==> src/include/lcd_macros.svh <==
`ifndef LCD_MACROS_SVH
`define LCD_MACROS_SVH

// Visible raster
`define H_ACTIVE 160
`define V_ACTIVE 96

// Horizontal porches and sync pulse, in pixels
`define H_FRONT 4
`define H_SYNC 4
`define H_BACK 8
`define H_TOTAL (`H_ACTIVE + `H_FRONT + `H_SYNC + `H_BACK)

// Vertical porches and sync pulse, in lines
`define V_FRONT 2
`define V_SYNC 2
`define V_BACK 4
`define V_TOTAL (`V_ACTIVE + `V_FRONT + `V_SYNC + `V_BACK)

// Image window inside the visible area
`define START_X 16
`define STOP_X 144
`define START_Y 16
`define STOP_Y 80

// Each stored word covers a 4x4 block
`define SCALE_SHIFT 2

// Video memory, 32 x 16 cells
`define VRAM_DEPTH 512
`define VRAM_AW 9
`define WORD_W 9

// Panel colour channels
`define R_W 5
`define G_W 6
`define B_W 5

`endif

==> src/frame_pkg.sv <==
`include "lcd_macros.svh"

package frame_pkg;

	// One panel pixel, RGB565 style
	typedef struct packed {
		logic [`R_W-1:0] r;
		logic [`G_W-1:0] g;
		logic [`B_W-1:0] b;
	} rgb_t;

	// Single access to the video RAM port
	typedef struct packed {
		logic [`VRAM_AW-1:0] addr;
		logic [`WORD_W-1:0] wdata;
		logic we; // High for a write
	} vram_req_t;

	// Loader states, IDLE primes the ROM read
	typedef enum logic [1:0] {
		IDLE,
		COPY,
		DONE
	} load_state_t;

endpackage

==> src/lcd_timing_pkg.sv <==
package lcd_timing_pkg;

	// Current raster position, pixel and line
	typedef struct packed {
		logic [15:0] x;
		logic [15:0] y;
	} raster_pos_t;

	// Panel control lines
	typedef struct packed {
		logic hsync; // Active low
		logic vsync; // Active low
		logic den; // Active high
	} sync_t;

endpackage

==> src/display_timing.sv <==
`include "lcd_macros.svh"

module display_timing (
	input logic pixel_clk,
	input logic rst,
	output lcd_timing_pkg::raster_pos_t pos,
	output lcd_timing_pkg::sync_t sync
);

	localparam logic [15:0] H_LAST = 16'(`H_TOTAL - 1);
	localparam logic [15:0] V_LAST = 16'(`V_TOTAL - 1);
	localparam logic [15:0] HS_START = 16'(`H_ACTIVE + `H_FRONT);
	localparam logic [15:0] HS_END = 16'(`H_ACTIVE + `H_FRONT + `H_SYNC);
	localparam logic [15:0] VS_START = 16'(`V_ACTIVE + `V_FRONT);
	localparam logic [15:0] VS_END = 16'(`V_ACTIVE + `V_FRONT + `V_SYNC);

	lcd_timing_pkg::raster_pos_t cnt;

	// Line steps at each pixel wrap
	always_ff @(posedge pixel_clk or negedge rst) begin
		if (!rst) begin
			cnt <= '0;
		end else if (cnt.x == H_LAST) begin
			cnt.x <= '0;
			if (cnt.y == V_LAST) begin
				cnt.y <= '0;
			end else begin
				cnt.y <= cnt.y + 16'd1;
			end
		end else begin
			cnt.x <= cnt.x + 16'd1;
		end
	end

	assign pos = cnt;

	always_comb begin
		sync.hsync = !((cnt.x >= HS_START) && (cnt.x < HS_END));
		sync.vsync = !((cnt.y >= VS_START) && (cnt.y < VS_END));
		sync.den = (cnt.x < 16'(`H_ACTIVE)) && (cnt.y < 16'(`V_ACTIVE));
	end

	// No data while a sync pulse is active
	den_outside_sync: assert property (
		@(posedge pixel_clk) disable iff (!rst)
		sync.den |-> (sync.hsync && sync.vsync)
	) else $error("den high during a sync pulse");

endmodule

==> src/image_loader.sv <==
`include "lcd_macros.svh"

module image_loader (
	input logic pixel_clk,
	input logic rst,
	input logic reload,
	output logic load_req,
	output frame_pkg::vram_req_t load,
	input logic load_gnt,
	output logic busy
);

	localparam logic [`VRAM_AW-1:0] LAST_ADDR = `VRAM_AW'(`VRAM_DEPTH - 1);

	frame_pkg::load_state_t state;
	logic [`VRAM_AW-1:0] wr_addr;
	logic [`VRAM_AW-1:0] rom_addr;
	logic [`WORD_W-1:0] rom_data;
	logic step;

	assign load_req = (state == frame_pkg::COPY);
	assign step = load_req && load_gnt;
	assign busy = (state != frame_pkg::DONE);

	// ROM runs one word ahead, and holds when the grant is missing
	assign rom_addr = step ? wr_addr + 1'b1 : wr_addr;
	assign load = '{addr: wr_addr, wdata: rom_data, we: 1'b1};

	image_rom rom_i (
		.pixel_clk(pixel_clk),
		.addr(rom_addr),
		.data(rom_data)
	);

	always_ff @(posedge pixel_clk or negedge rst) begin
		if (!rst) begin
			state <= frame_pkg::IDLE;
			wr_addr <= '0;
		end else begin
			case (state)
				frame_pkg::IDLE: state <= frame_pkg::COPY; // ROM word 0 ready next
				frame_pkg::COPY: begin
					if (step) begin
						if (wr_addr == LAST_ADDR) begin
							state <= frame_pkg::DONE;
						end else begin
							wr_addr <= wr_addr + 1'b1;
						end
					end
				end
				frame_pkg::DONE: begin
					if (reload) begin
						state <= frame_pkg::IDLE;
						wr_addr <= '0;
					end
				end
				default: state <= frame_pkg::IDLE;
			endcase
		end
	end

	req_held: assert property (
		@(posedge pixel_clk) disable iff (!rst)
		(load_req && !load_gnt) |=> (load_req && $stable(load))
	) else $error("load request changed before grant");

endmodule

==> src/image_rom.sv <==
`include "lcd_macros.svh"

module image_rom (
	input logic pixel_clk,
	input logic [`VRAM_AW-1:0] addr,
	output logic [`WORD_W-1:0] data
);

	typedef logic [`WORD_W-1:0] rom_table_t [`VRAM_DEPTH];

	// Test image, addr*7 + addr/32 folded to 9 bits
	function automatic rom_table_t build_table();
		rom_table_t t;
		for (int a = 0; a < `VRAM_DEPTH; a++) begin
			t[a] = `WORD_W'((a * 7) + (a >> 5));
		end
		return t;
	endfunction

	localparam rom_table_t TABLE = build_table();

	always_ff @(posedge pixel_clk) begin
		data <= TABLE[addr]; // One cycle latency
	end

endmodule

==> src/lcd_top.sv <==
`include "lcd_macros.svh"

module lcd_top (
	input logic pixel_clk,
	input logic rst,
	input logic reload,
	output logic lcd_hsync,
	output logic lcd_vsync,
	output logic lcd_den,
	output logic [`R_W-1:0] lcd_r,
	output logic [`G_W-1:0] lcd_g,
	output logic [`B_W-1:0] lcd_b,
	output logic load_busy
);

	lcd_timing_pkg::raster_pos_t pos;
	lcd_timing_pkg::sync_t sync;
	lcd_timing_pkg::sync_t sync_out;
	frame_pkg::vram_req_t fetch;
	frame_pkg::vram_req_t load;
	frame_pkg::vram_req_t port;
	frame_pkg::rgb_t pixel;
	logic fetch_req;
	logic load_req;
	logic load_gnt;
	logic [`WORD_W-1:0] rdata;

	display_timing timing_i (
		.pixel_clk(pixel_clk),
		.rst(rst),
		.pos(pos),
		.sync(sync)
	);

	pixel_pipeline pipe_i (
		.pixel_clk(pixel_clk),
		.rst(rst),
		.pos(pos),
		.sync(sync),
		.fetch_req(fetch_req),
		.fetch(fetch),
		.rdata(rdata),
		.pixel(pixel),
		.sync_out(sync_out)
	);

	image_loader loader_i (
		.pixel_clk(pixel_clk),
		.rst(rst),
		.reload(reload),
		.load_req(load_req),
		.load(load),
		.load_gnt(load_gnt),
		.busy(load_busy)
	);

	// Fetch grant equals its request, pipeline needs no return
	vram_arbiter arb_i (
		.pixel_clk(pixel_clk),
		.rst(rst),
		.fetch_req(fetch_req),
		.fetch(fetch),
		.load_req(load_req),
		.load(load),
		.fetch_gnt(),
		.load_gnt(load_gnt),
		.port(port)
	);

	video_ram vram_i (
		.pixel_clk(pixel_clk),
		.port(port),
		.rdata(rdata)
	);

	assign lcd_hsync = sync_out.hsync;
	assign lcd_vsync = sync_out.vsync;
	assign lcd_den = sync_out.den;
	assign lcd_r = pixel.r;
	assign lcd_g = pixel.g;
	assign lcd_b = pixel.b;

endmodule

==> src/pixel_pipeline.sv <==
`include "lcd_macros.svh"

module pixel_pipeline (
	input logic pixel_clk,
	input logic rst,
	input lcd_timing_pkg::raster_pos_t pos,
	input lcd_timing_pkg::sync_t sync,
	output logic fetch_req,
	output frame_pkg::vram_req_t fetch,
	input logic [`WORD_W-1:0] rdata,
	output frame_pkg::rgb_t pixel,
	output lcd_timing_pkg::sync_t sync_out
);

	localparam int COL_W = $clog2((`STOP_X - `START_X) >> `SCALE_SHIFT);
	localparam int ROW_W = `VRAM_AW - COL_W;
	localparam lcd_timing_pkg::sync_t SYNC_IDLE = '{hsync: 1'b1, vsync: 1'b1, den: 1'b0};

	logic in_win;
	logic [15:0] col_off;
	logic [15:0] row_off;
	logic win_q;
	logic [15:0] grad_q;
	lcd_timing_pkg::sync_t sync_q;
	frame_pkg::rgb_t colour;

	assign in_win = (pos.x >= 16'(`START_X)) && (pos.x < 16'(`STOP_X)) &&
		(pos.y >= 16'(`START_Y)) && (pos.y < 16'(`STOP_Y));
	assign col_off = pos.x - 16'(`START_X);
	assign row_off = pos.y - 16'(`START_Y);

	// Stage one, RAM address issued this cycle
	assign fetch_req = in_win;
	assign fetch = '{
		addr: {row_off[`SCALE_SHIFT +: ROW_W], col_off[`SCALE_SHIFT +: COL_W]},
		wdata: '0,
		we: 1'b0
	};

	always_comb begin
		if (!sync_q.den) begin
			colour = '0; // Blanking
		end else if (win_q) begin
			colour.r = rdata[`WORD_W-1 -: `R_W];
			colour.g = rdata[`WORD_W-1 -: `G_W];
			colour.b = rdata[`WORD_W-1 -: `B_W];
		end else begin
			colour.r = grad_q[`R_W-1:0];
			colour.g = grad_q[`R_W +: `G_W];
			colour.b = grad_q[`R_W + `G_W +: `B_W];
		end
	end

	always_ff @(posedge pixel_clk) begin
		win_q <= in_win;
		grad_q <= pos.x + pos.y;
		pixel <= colour; // Stage two
	end

	// Sync follows the colour through both stages
	always_ff @(posedge pixel_clk or negedge rst) begin
		if (!rst) begin
			sync_q <= SYNC_IDLE;
			sync_out <= SYNC_IDLE;
		end else begin
			sync_q <= sync;
			sync_out <= sync_q;
		end
	end

endmodule

==> src/video_ram.sv <==
`include "lcd_macros.svh"

module video_ram (
	input logic pixel_clk,
	input frame_pkg::vram_req_t port,
	output logic [`WORD_W-1:0] rdata
);

	logic [`WORD_W-1:0] mem [`VRAM_DEPTH];

	// Read data holds during a write cycle
	always_ff @(posedge pixel_clk) begin
		if (port.we) begin
			mem[port.addr] <= port.wdata;
		end else begin
			rdata <= mem[port.addr];
		end
	end

endmodule

==> src/vram_arbiter.sv <==
`include "lcd_macros.svh"

module vram_arbiter (
	input logic pixel_clk,
	input logic rst,
	input logic fetch_req,
	input frame_pkg::vram_req_t fetch,
	input logic load_req,
	input frame_pkg::vram_req_t load,
	output logic fetch_gnt,
	output logic load_gnt,
	output frame_pkg::vram_req_t port
);

	// Last credited write
	typedef struct packed {
		logic load;
		logic [`VRAM_AW-1:0] addr;
	} grant_rec_t;

	grant_rec_t rec_q;
	logic repeat_wr;

	assign repeat_wr = rec_q.load && (load.addr == rec_q.addr);

	// Fetch first, loader fills the gaps
	assign fetch_gnt = fetch_req;
	assign load_gnt = load_req && !fetch_req && !repeat_wr;

	always_comb begin
		if (fetch_gnt) begin
			port = fetch;
		end else if (load_gnt) begin
			port = load;
		end else begin
			port = '0; // Idle read of word 0
		end
	end

	always_ff @(posedge pixel_clk or negedge rst) begin
		if (!rst) begin
			rec_q <= '0;
		end else begin
			rec_q.load <= load_gnt;
			rec_q.addr <= load.addr;
		end
	end

	gnt_onehot: assert property (
		@(posedge pixel_clk) disable iff (!rst)
		!(fetch_gnt && load_gnt)
	) else $error("both RAM grants high");

endmodule

==> config.mk <==
export PLATFORM = sky130hd
export DESIGN_NAME = lcd_top
export DESIGN_NICKNAME = d
export VERILOG_FILES = /design/src/frame_pkg.sv /design/src/lcd_timing_pkg.sv /design/src/display_timing.sv /design/src/image_loader.sv /design/src/image_rom.sv /design/src/lcd_top.sv /design/src/pixel_pipeline.sv /design/src/video_ram.sv /design/src/vram_arbiter.sv
export VERILOG_INCLUDE_DIRS = /design/src /design/src/include
export SDC_FILE = /design/constraint.sdc
export NUM_CORES = 2
export LEC_CHECK = 0
export ABC_AREA = 0
export BUFFER_PORTS_ARGS = -buffer_cell sky130_fd_sc_hd__buf_2
export CORE_MARGIN = 8
export CORE_UTILIZATION = 50
export CTS_CLUSTER_DIAMETER = 40
export DETAILED_ROUTE_END_ITERATION = 7
export MAX_ROUTING_LAYER = met4
export PLACE_DENSITY = 0.7
export SYNTH_ARGS = -nofsm -noshare
export SYNTH_HDL_FRONTEND = slang
export SYNTH_MEMORY_MAX_BITS = 65536
export SYNTH_SLANG_ARGS = --single-unit
==> constraint.sdc <==
create_clock -name pixel_clk -period 11.6 [get_ports pixel_clk]
set_clock_uncertainty 0.15 [all_clocks]
set_input_delay 1.16 -clock pixel_clk [delete_from_list [all_inputs] [get_ports pixel_clk]]
set_output_delay 1.16 -clock pixel_clk [all_outputs]
set_load 0.005 [all_outputs]
# ---- Word level (Yosys, flattened, before mapping)
# Memory sizes are Yosys's and may differ from the RTL's. A register that Yosys moved wholly into a read port is not among the register bits.
# Index checks and enable logic that the tools add are counted.
dict set report classes {
  addsub 6
  order_cmp 10
  eq_ne 11
  muxes 16
  n_bitwise 1
  n_reduce_logical 19
}
# op n
set op_table {}
lappend op_table {{less-than comparator 16 x 7 -> 1 bit, second input constant} 3}
lappend op_table {{less-than comparator 16 x 8 -> 1 bit, second input constant} 3}
lappend op_table {{two-way mux 16 bit} 3}
lappend op_table {{two-way mux 19 bit} 2}
lappend op_table {{two-way mux 9 bit} 4}
lappend op_table {{adder 16 x 1 -> 16 bit, second input constant} 2}
lappend op_table {{>= comparator 16 x 5 -> 1 bit, second input constant} 2}
lappend op_table {{one-hot mux 9 bit (2 select lines)} 1}
lappend op_table {{adder 16 bit} 1}
lappend op_table {{== test 16 x 7 -> 1 bit, second input constant} 1}
lappend op_table {{== test 16 x 8 -> 1 bit, second input constant} 1}
lappend op_table {{>= comparator 16 x 7 -> 1 bit, second input constant} 1}
lappend op_table {{>= comparator 16 x 8 -> 1 bit, second input constant} 1}
lappend op_table {{logical AND 1 bit} 10}
lappend op_table {{inequality test 2 bit, second input constant} 5}
lappend op_table {{inverter 9 -> 10 bit} 1}
lappend op_table {{adder 9 x 1 -> 9 bit, second input constant} 1}
lappend op_table {{== test 9 bit} 1}
lappend op_table {{== test 9 bit, second input constant} 1}
lappend op_table {{subtractor 7 x 5 -> 7 bit, second input constant} 1}
lappend op_table {{two-way mux 2 bit} 3}
lappend op_table {{one-hot mux 2 bit (3 select lines)} 1}
lappend op_table {{subtractor 6 x 5 -> 6 bit, second input constant} 1}
lappend op_table {{logical NOT 1 bit} 5}
lappend op_table {{7 further kinds} 8}
dict set report totals {
  regBits 92
  ram_bits 4608
  mem_bits_ro 4608
  output_inout_bits 20
  elab_cells 82
  mem_count 2
}
# name depth word_bits rd rd_clocked_by_memory_dff wr line
set mem_list {}
lappend mem_list {{(name not given)} 512 9 1 1 0 image_rom.sv:23} ;# data <= TABLE[addr];
lappend mem_list {vram_i.mem 512 9 1 1 1 video_ram.sv:9} ;# logic [`WORD_W-1:0] mem [`VRAM_DEPTH];

# ---- Logic depth before layout (Yosys ltp)
dict set report depth {
  word_depth 11
  mapped_depth 21
}

# ---- Cells and area by module
# From an unflattened synthesis, not the netlist that was laid out.
dict set report hier_totals {
  hier_cells 9464
  hier_area_um2 186725.3
}
# mod n_inst cells_per_inst area_per_inst_um2
set by_module_without_submodules {}
lappend by_module_without_submodules {video_ram 1 8466 178721.4}
lappend by_module_without_submodules {image_rom 1 427 2725.1}
lappend by_module_without_submodules {pixel_pipeline 1 228 2159.6}
lappend by_module_without_submodules {display_timing 1 175 1712.9}
lappend by_module_without_submodules {image_loader 1 78 724.4}
lappend by_module_without_submodules {vram_arbiter 1 90 681.9}

# ---- Worst setup path before layout
# No wires, ideal clock.
dict set report synth_timing {
  path_kind {reg-to-reg}
  startpoint {register timing_i.cnt, in the netlist timing_i.pos[20]}
  endpoint {memory vram_i.mem[0][3] in the netlist's numbering (data pin)}
  arrival_time_ns 8.385
  required_ns 9.903
  path_slack_ns 1.518
  path_stages_with_launch 10
  path_buffers 3
  period_less_slack_ns 10.082
  path_cell_list {dfrtp_1 -> inv_1 -> ha_1 -> nor3b_1 -> a22o_1 -> or4_1 -> buf_6 -> buf_2 -> clkbuf_1 -> and3_1}
}
# element line
set synth_lines {}
lappend synth_lines {{start, declared} display_timing.sv:17} ;# lcd_timing_pkg::raster_pos_t cnt;
lappend synth_lines {{end, declared} video_ram.sv:9}

# ---- Final worst setup path
dict set report layout_timing {
  startpoint {register loader_i.wr_addr[1]}
  endpoint {register vram_i.rdata[6] (read register of vram_i.mem) (data pin)}
}
dict set report layout_between {
  elab_chain_len 7
}
# element line
set layout_rtl {}
lappend layout_rtl {{start, declared} image_loader.sv:16} ;# logic [`VRAM_AW-1:0] wr_addr;
lappend layout_rtl {{start signal, assigned} image_loader.sv:47} ;# wr_addr <= wr_addr + 1'b1;
lappend layout_rtl {{== test 9 bit} vram_arbiter.sv:24} ;# assign repeat_wr = rec_q.load && (load.addr == rec_q.addr);
lappend layout_rtl {{logical AND 1 bit} vram_arbiter.sv:24}
lappend layout_rtl {{logical NOT 1 bit} vram_arbiter.sv:28} ;# assign load_gnt = load_req && !fetch_req && !repeat_wr;
lappend layout_rtl {{logical AND 1 bit} vram_arbiter.sv:28}
lappend layout_rtl {{two-way mux 19 bit *} vram_arbiter.sv:33} ;# end else if (load_gnt) begin
lappend layout_rtl {{two-way mux 19 bit *} vram_arbiter.sv:31} ;# if (fetch_gnt) begin
lappend layout_rtl {{logical NOT 1 bit (no line)} n/a}
lappend layout_rtl {{end, declared} video_ram.sv:6} ;# output logic [`WORD_W-1:0] rdata
# Every way passes the cells marked *; elsewhere a longest branch is shown, timed or not.
# A chain may end at the register's enable or synchronous reset.

==> impl_metrics.toml <==
[floorplan]
die_h_um = 520
die_x_um = 520
rows = 185
start_util_pct = 50.2
core_area_um2 = 253000
dieArea_um2 = 271000
pin_count = 23

[synth]
ys_ff_latch = 3176
synthDistinctLibCells = 80
synth_ff_type = "edfxtp_1"
synth_top_family_by_area = "multiplexers"
synth_edf_count = 3078
synthAdderAreaFrac_pct = 0.429
ys_seq_area_share_pct = 74.5
syn_area_um2 = 127000
synthMuxAreaShare_pct = 11.1
syn_nets = 8026
synth_xor_area_share_pct = 0.420
yosysWarnings = 0
syn_area_per_cell_um2 = 15.9
synth-compound-area-share_pct = 6.54
synth-simple-area-share_pct = 4.94
async_reset_ff_share_pct = 1.86
synth_cells = 7980

[placement]
dp_cells = 10960
dp_hpwl_um = 181000
gp_congestion = 0.851
port-buffer-count = 22

[timing]
slew_violations = 0
setup-tns-final_ps = 0
grt_setup_unrepaired = "false"
worst-slew-pin-transition_ps = 1450
max_freq_mhz = 127
finalSetupViolCount = 0
post-route-period-util_pct = 67.9
slew_headroom_pct = 2.64
finalCriticalPeriod_ps = 7870
hold_viol = 0

[clock_tree]
post-cts-setup-buffers = 0
clk_pin_slew_ps = 60
hold_buffers = 0
cts_tree = "yes"
htreeDepth = 5
clockRootBuffer = "clkbuf_16"
numClockSinks = 3176
max-clock-path-buffers = 4
clk_latency_ps = 980
cts_made_buffers = 406
cts_resized = 0

[global_route]
grt_overflow = 0
grt_pass1_vias = 72148
grt_pass1_wl_um = 481000
grt_usage_pct = 24.2
antenna_found_initial = 13
grt_max_degree = 235

[flow_run]
cap_violations = 0

[routing]
drc_errors = 0
vias_per_cell = 6.29
wl_per_cell_um = 28.1
num_vias = 73630
drt-pass1-iter-count = 6
drt_iter0_drc = 9546
wl_um = 329000
drtAntennaViolNets = 0

[setup_path]
cp.arrival_ps = 8390
critPathKind = "reg -> reg"
critPathRequiredTime_ps = 12110
end_kind = "register"
startpoint_type = "register"
crit_fanout = 118

[layout]
fin_cells = 11707
drive_gt1_share_pct = 10.6
nNetsFinal = 8048
fillers = 18803
area_growth_syn_to_layout_pct = 13.5

[status]
status = "finished clean"

[pwr]
leakage_nw = 49.5
powerDensity_nw_per_um2 = 286
peakVddDrop_mv = 0.307
power_w = 0.0412

[worst_hold_path]
hold_path_class = "reg -> reg"
-- placed cells by master (no fill, tap or decap), types with 22 or more instances in the layout --
cell        synthesis  layout
buf_4              15     108
dfxtp_1            39      39
nor2_1            603     602
clkinv_1            2      42
nor3_1             41      35
clkinv_2            0      46
o41ai_1            37      37
xnor2_1            48      48
buf_12              0      22
nand2b_1           23      22
mux2i_1          1391    1389
nand3_1            35      26
nand2_1           418     413
o21ai_0           122     120
o22ai_1           758     757
dfrtp_1            55      55
clkinvlp_4          0      46
inv_1              34      34
inv_6               0      42
clkbuf_1          295      45
or4_1              35      34
bufinv_16           0      48
clkinv_4            0      42
a31oi_1            38      38
ha_1               42      42
a21oi_1           151     151
edfxtp_1         3078    3078
clkbuf_16           0     414
nor4_1            139     139
buf_2             170      22
and3_1             52      46
-- synthesized netlist by cell type, types with 11 or more instances --
library cell | n | area, um2
dfxtp_1 | 39 | 781
a211oi_1 | 11 | 82.6
buf_4 | 15 | 113
or4_1 | 35 | 263
o211ai_1 | 17 | 128
o22ai_1 | 758 | 4740
nand2_1 | 418 | 1570
and3_1 | 52 | 325
buf_6 | 22 | 248
clkbuf_1 | 295 | 1110
o21ai_0 | 122 | 611
a21boi_0 | 19 | 143
nor3_1 | 41 | 205
dfrtp_1 | 55 | 1380
a221oi_1 | 11 | 96.3
ha_1 | 42 | 526
o21ai_1 | 13 | 65.1
mux2i_1 | 1391 | 13900
nand4_1 | 19 | 119
inv_1 | 34 | 128
nor4_1 | 139 | 870
xor2_1 | 13 | 114
edfxtp_1 | 3078 | 92400
a22oi_1 | 11 | 82.6
nand2b_1 | 23 | 144
buf_2 | 170 | 851
a31oi_1 | 38 | 238
nand3_1 | 35 | 175
mux2_2 | 16 | 180
nor2_1 | 603 | 2260
nor2b_1 | 11 | 68.8
buf_1 | 35 | 131
o31ai_1 | 14 | 105
o41ai_1 | 37 | 324
a21oi_1 | 151 | 756
o2111ai_1 | 15 | 131
xnor2_1 | 48 | 420
-- final timing paths --
path / endpoint / from / slack (ps) / depth (start not counted)
max: vram_i.rdata[6]$_DFFE_PN_ / loader_i.wr_addr[1]$_DFFE_PN0P_ / 3730 / 13
max reg2reg: vram_i.rdata[6]$_DFFE_PN_ / loader_i.wr_addr[1]$_DFFE_PN0P_ / 3730 / 13
min in group asynchronous: timing_i.pos[7]$_DFFE_PN0N_ / rst / 210 / 2
min: pipe_i.sync_out[1]$_DFF_PN1_ / pipe_i.sync_q[1]$_DFF_PN1_ / 180 / 0
max in group asynchronous: arb_i.rec_q[4]$_DFF_PN0_ / rst / 10560 / 2
min reg2reg: pipe_i.sync_out[1]$_DFF_PN1_ / pipe_i.sync_q[1]$_DFF_PN1_ / 180 / 0
-- logic make-up (layout without fill, tap and decap cells) --
family / Yosys count / count (layout)
xor+xnor: 61 / 61
other cells: 0 / 12
simple gates: 1411 / 1411
flops: 3176 / 3176
compound gates: 1304 / 1304
mux: 1410 / 1410
buf+inv: 575 / 924
fa+ha+maj: 43 / 43
-- sequential cells by signal (all words and copies together), names as in the netlist, 6 cells and up --
register and cells:
timing_i.pos 32, vram_i.mem 3072, loader_i.wr_addr 9, loader_i.rom_i.data 6, pipe_i.pixel 16, vram_i.rdata 6, arb_i.rec_q 10, pipe_i.grad_q 16
-- critical path, cell delays in order (launching register included) --
cell and delay (ps):
dfrtp_1 830, xnor2_1 190, nand4_1 220, o311ai_0 820, mux2_8 820, buf_12 610
buf_4 910, mux2i_1 300, o22ai_1 140, nor4_1 560, o22ai_1 290, o21ai_0 800
and3_1 420, o211ai_1 150
-- layer usage --
layer	part of all wire (%)	vias up	global-route usage, %
met5	0	-	-
met4	3.9	0	9.39
met3	9.6	660	4.92
met2	47	4041	37.2
met1	40	37350	32.1
li1	-	31579	-
-- where the power goes --
group	total, W	leakage, nW	switching, W	internal (W)
Clock	0.0125	6.54	0.00486	0.00767
Combinational	0.0139	14.1	0.00987	0.00398
Sequential	0.0148	28.9	0.0000883	0.0147
-- layout make-up --
type                    instances  area (um2)  area share, %
inverters                      37         139         0.0963
flip-flops and latches       3176       94700           65.6
clock buffers                 462       10600           7.33
clock inverters               273        3070           2.12
repair buffers                152        1360          0.944
diodes                         12        30.0         0.0208
multi-input cells            4229       30200           20.9
well taps                    3366        4210           2.92
-- through the flow --
step	util [%]	instance area (um2)	setup WS (ps)	hold WS, ps
after detailed placement	51.5	131000	3870	201
after CTS	56.9	144000	3860	166
after global routing	56.9	144000	3380	194
after floorplan	-	127000	1520	195
after global placement	51.5	131000	3820	199
final	56.9	144000	3730	182
Power figures use the tool's default switching activity.
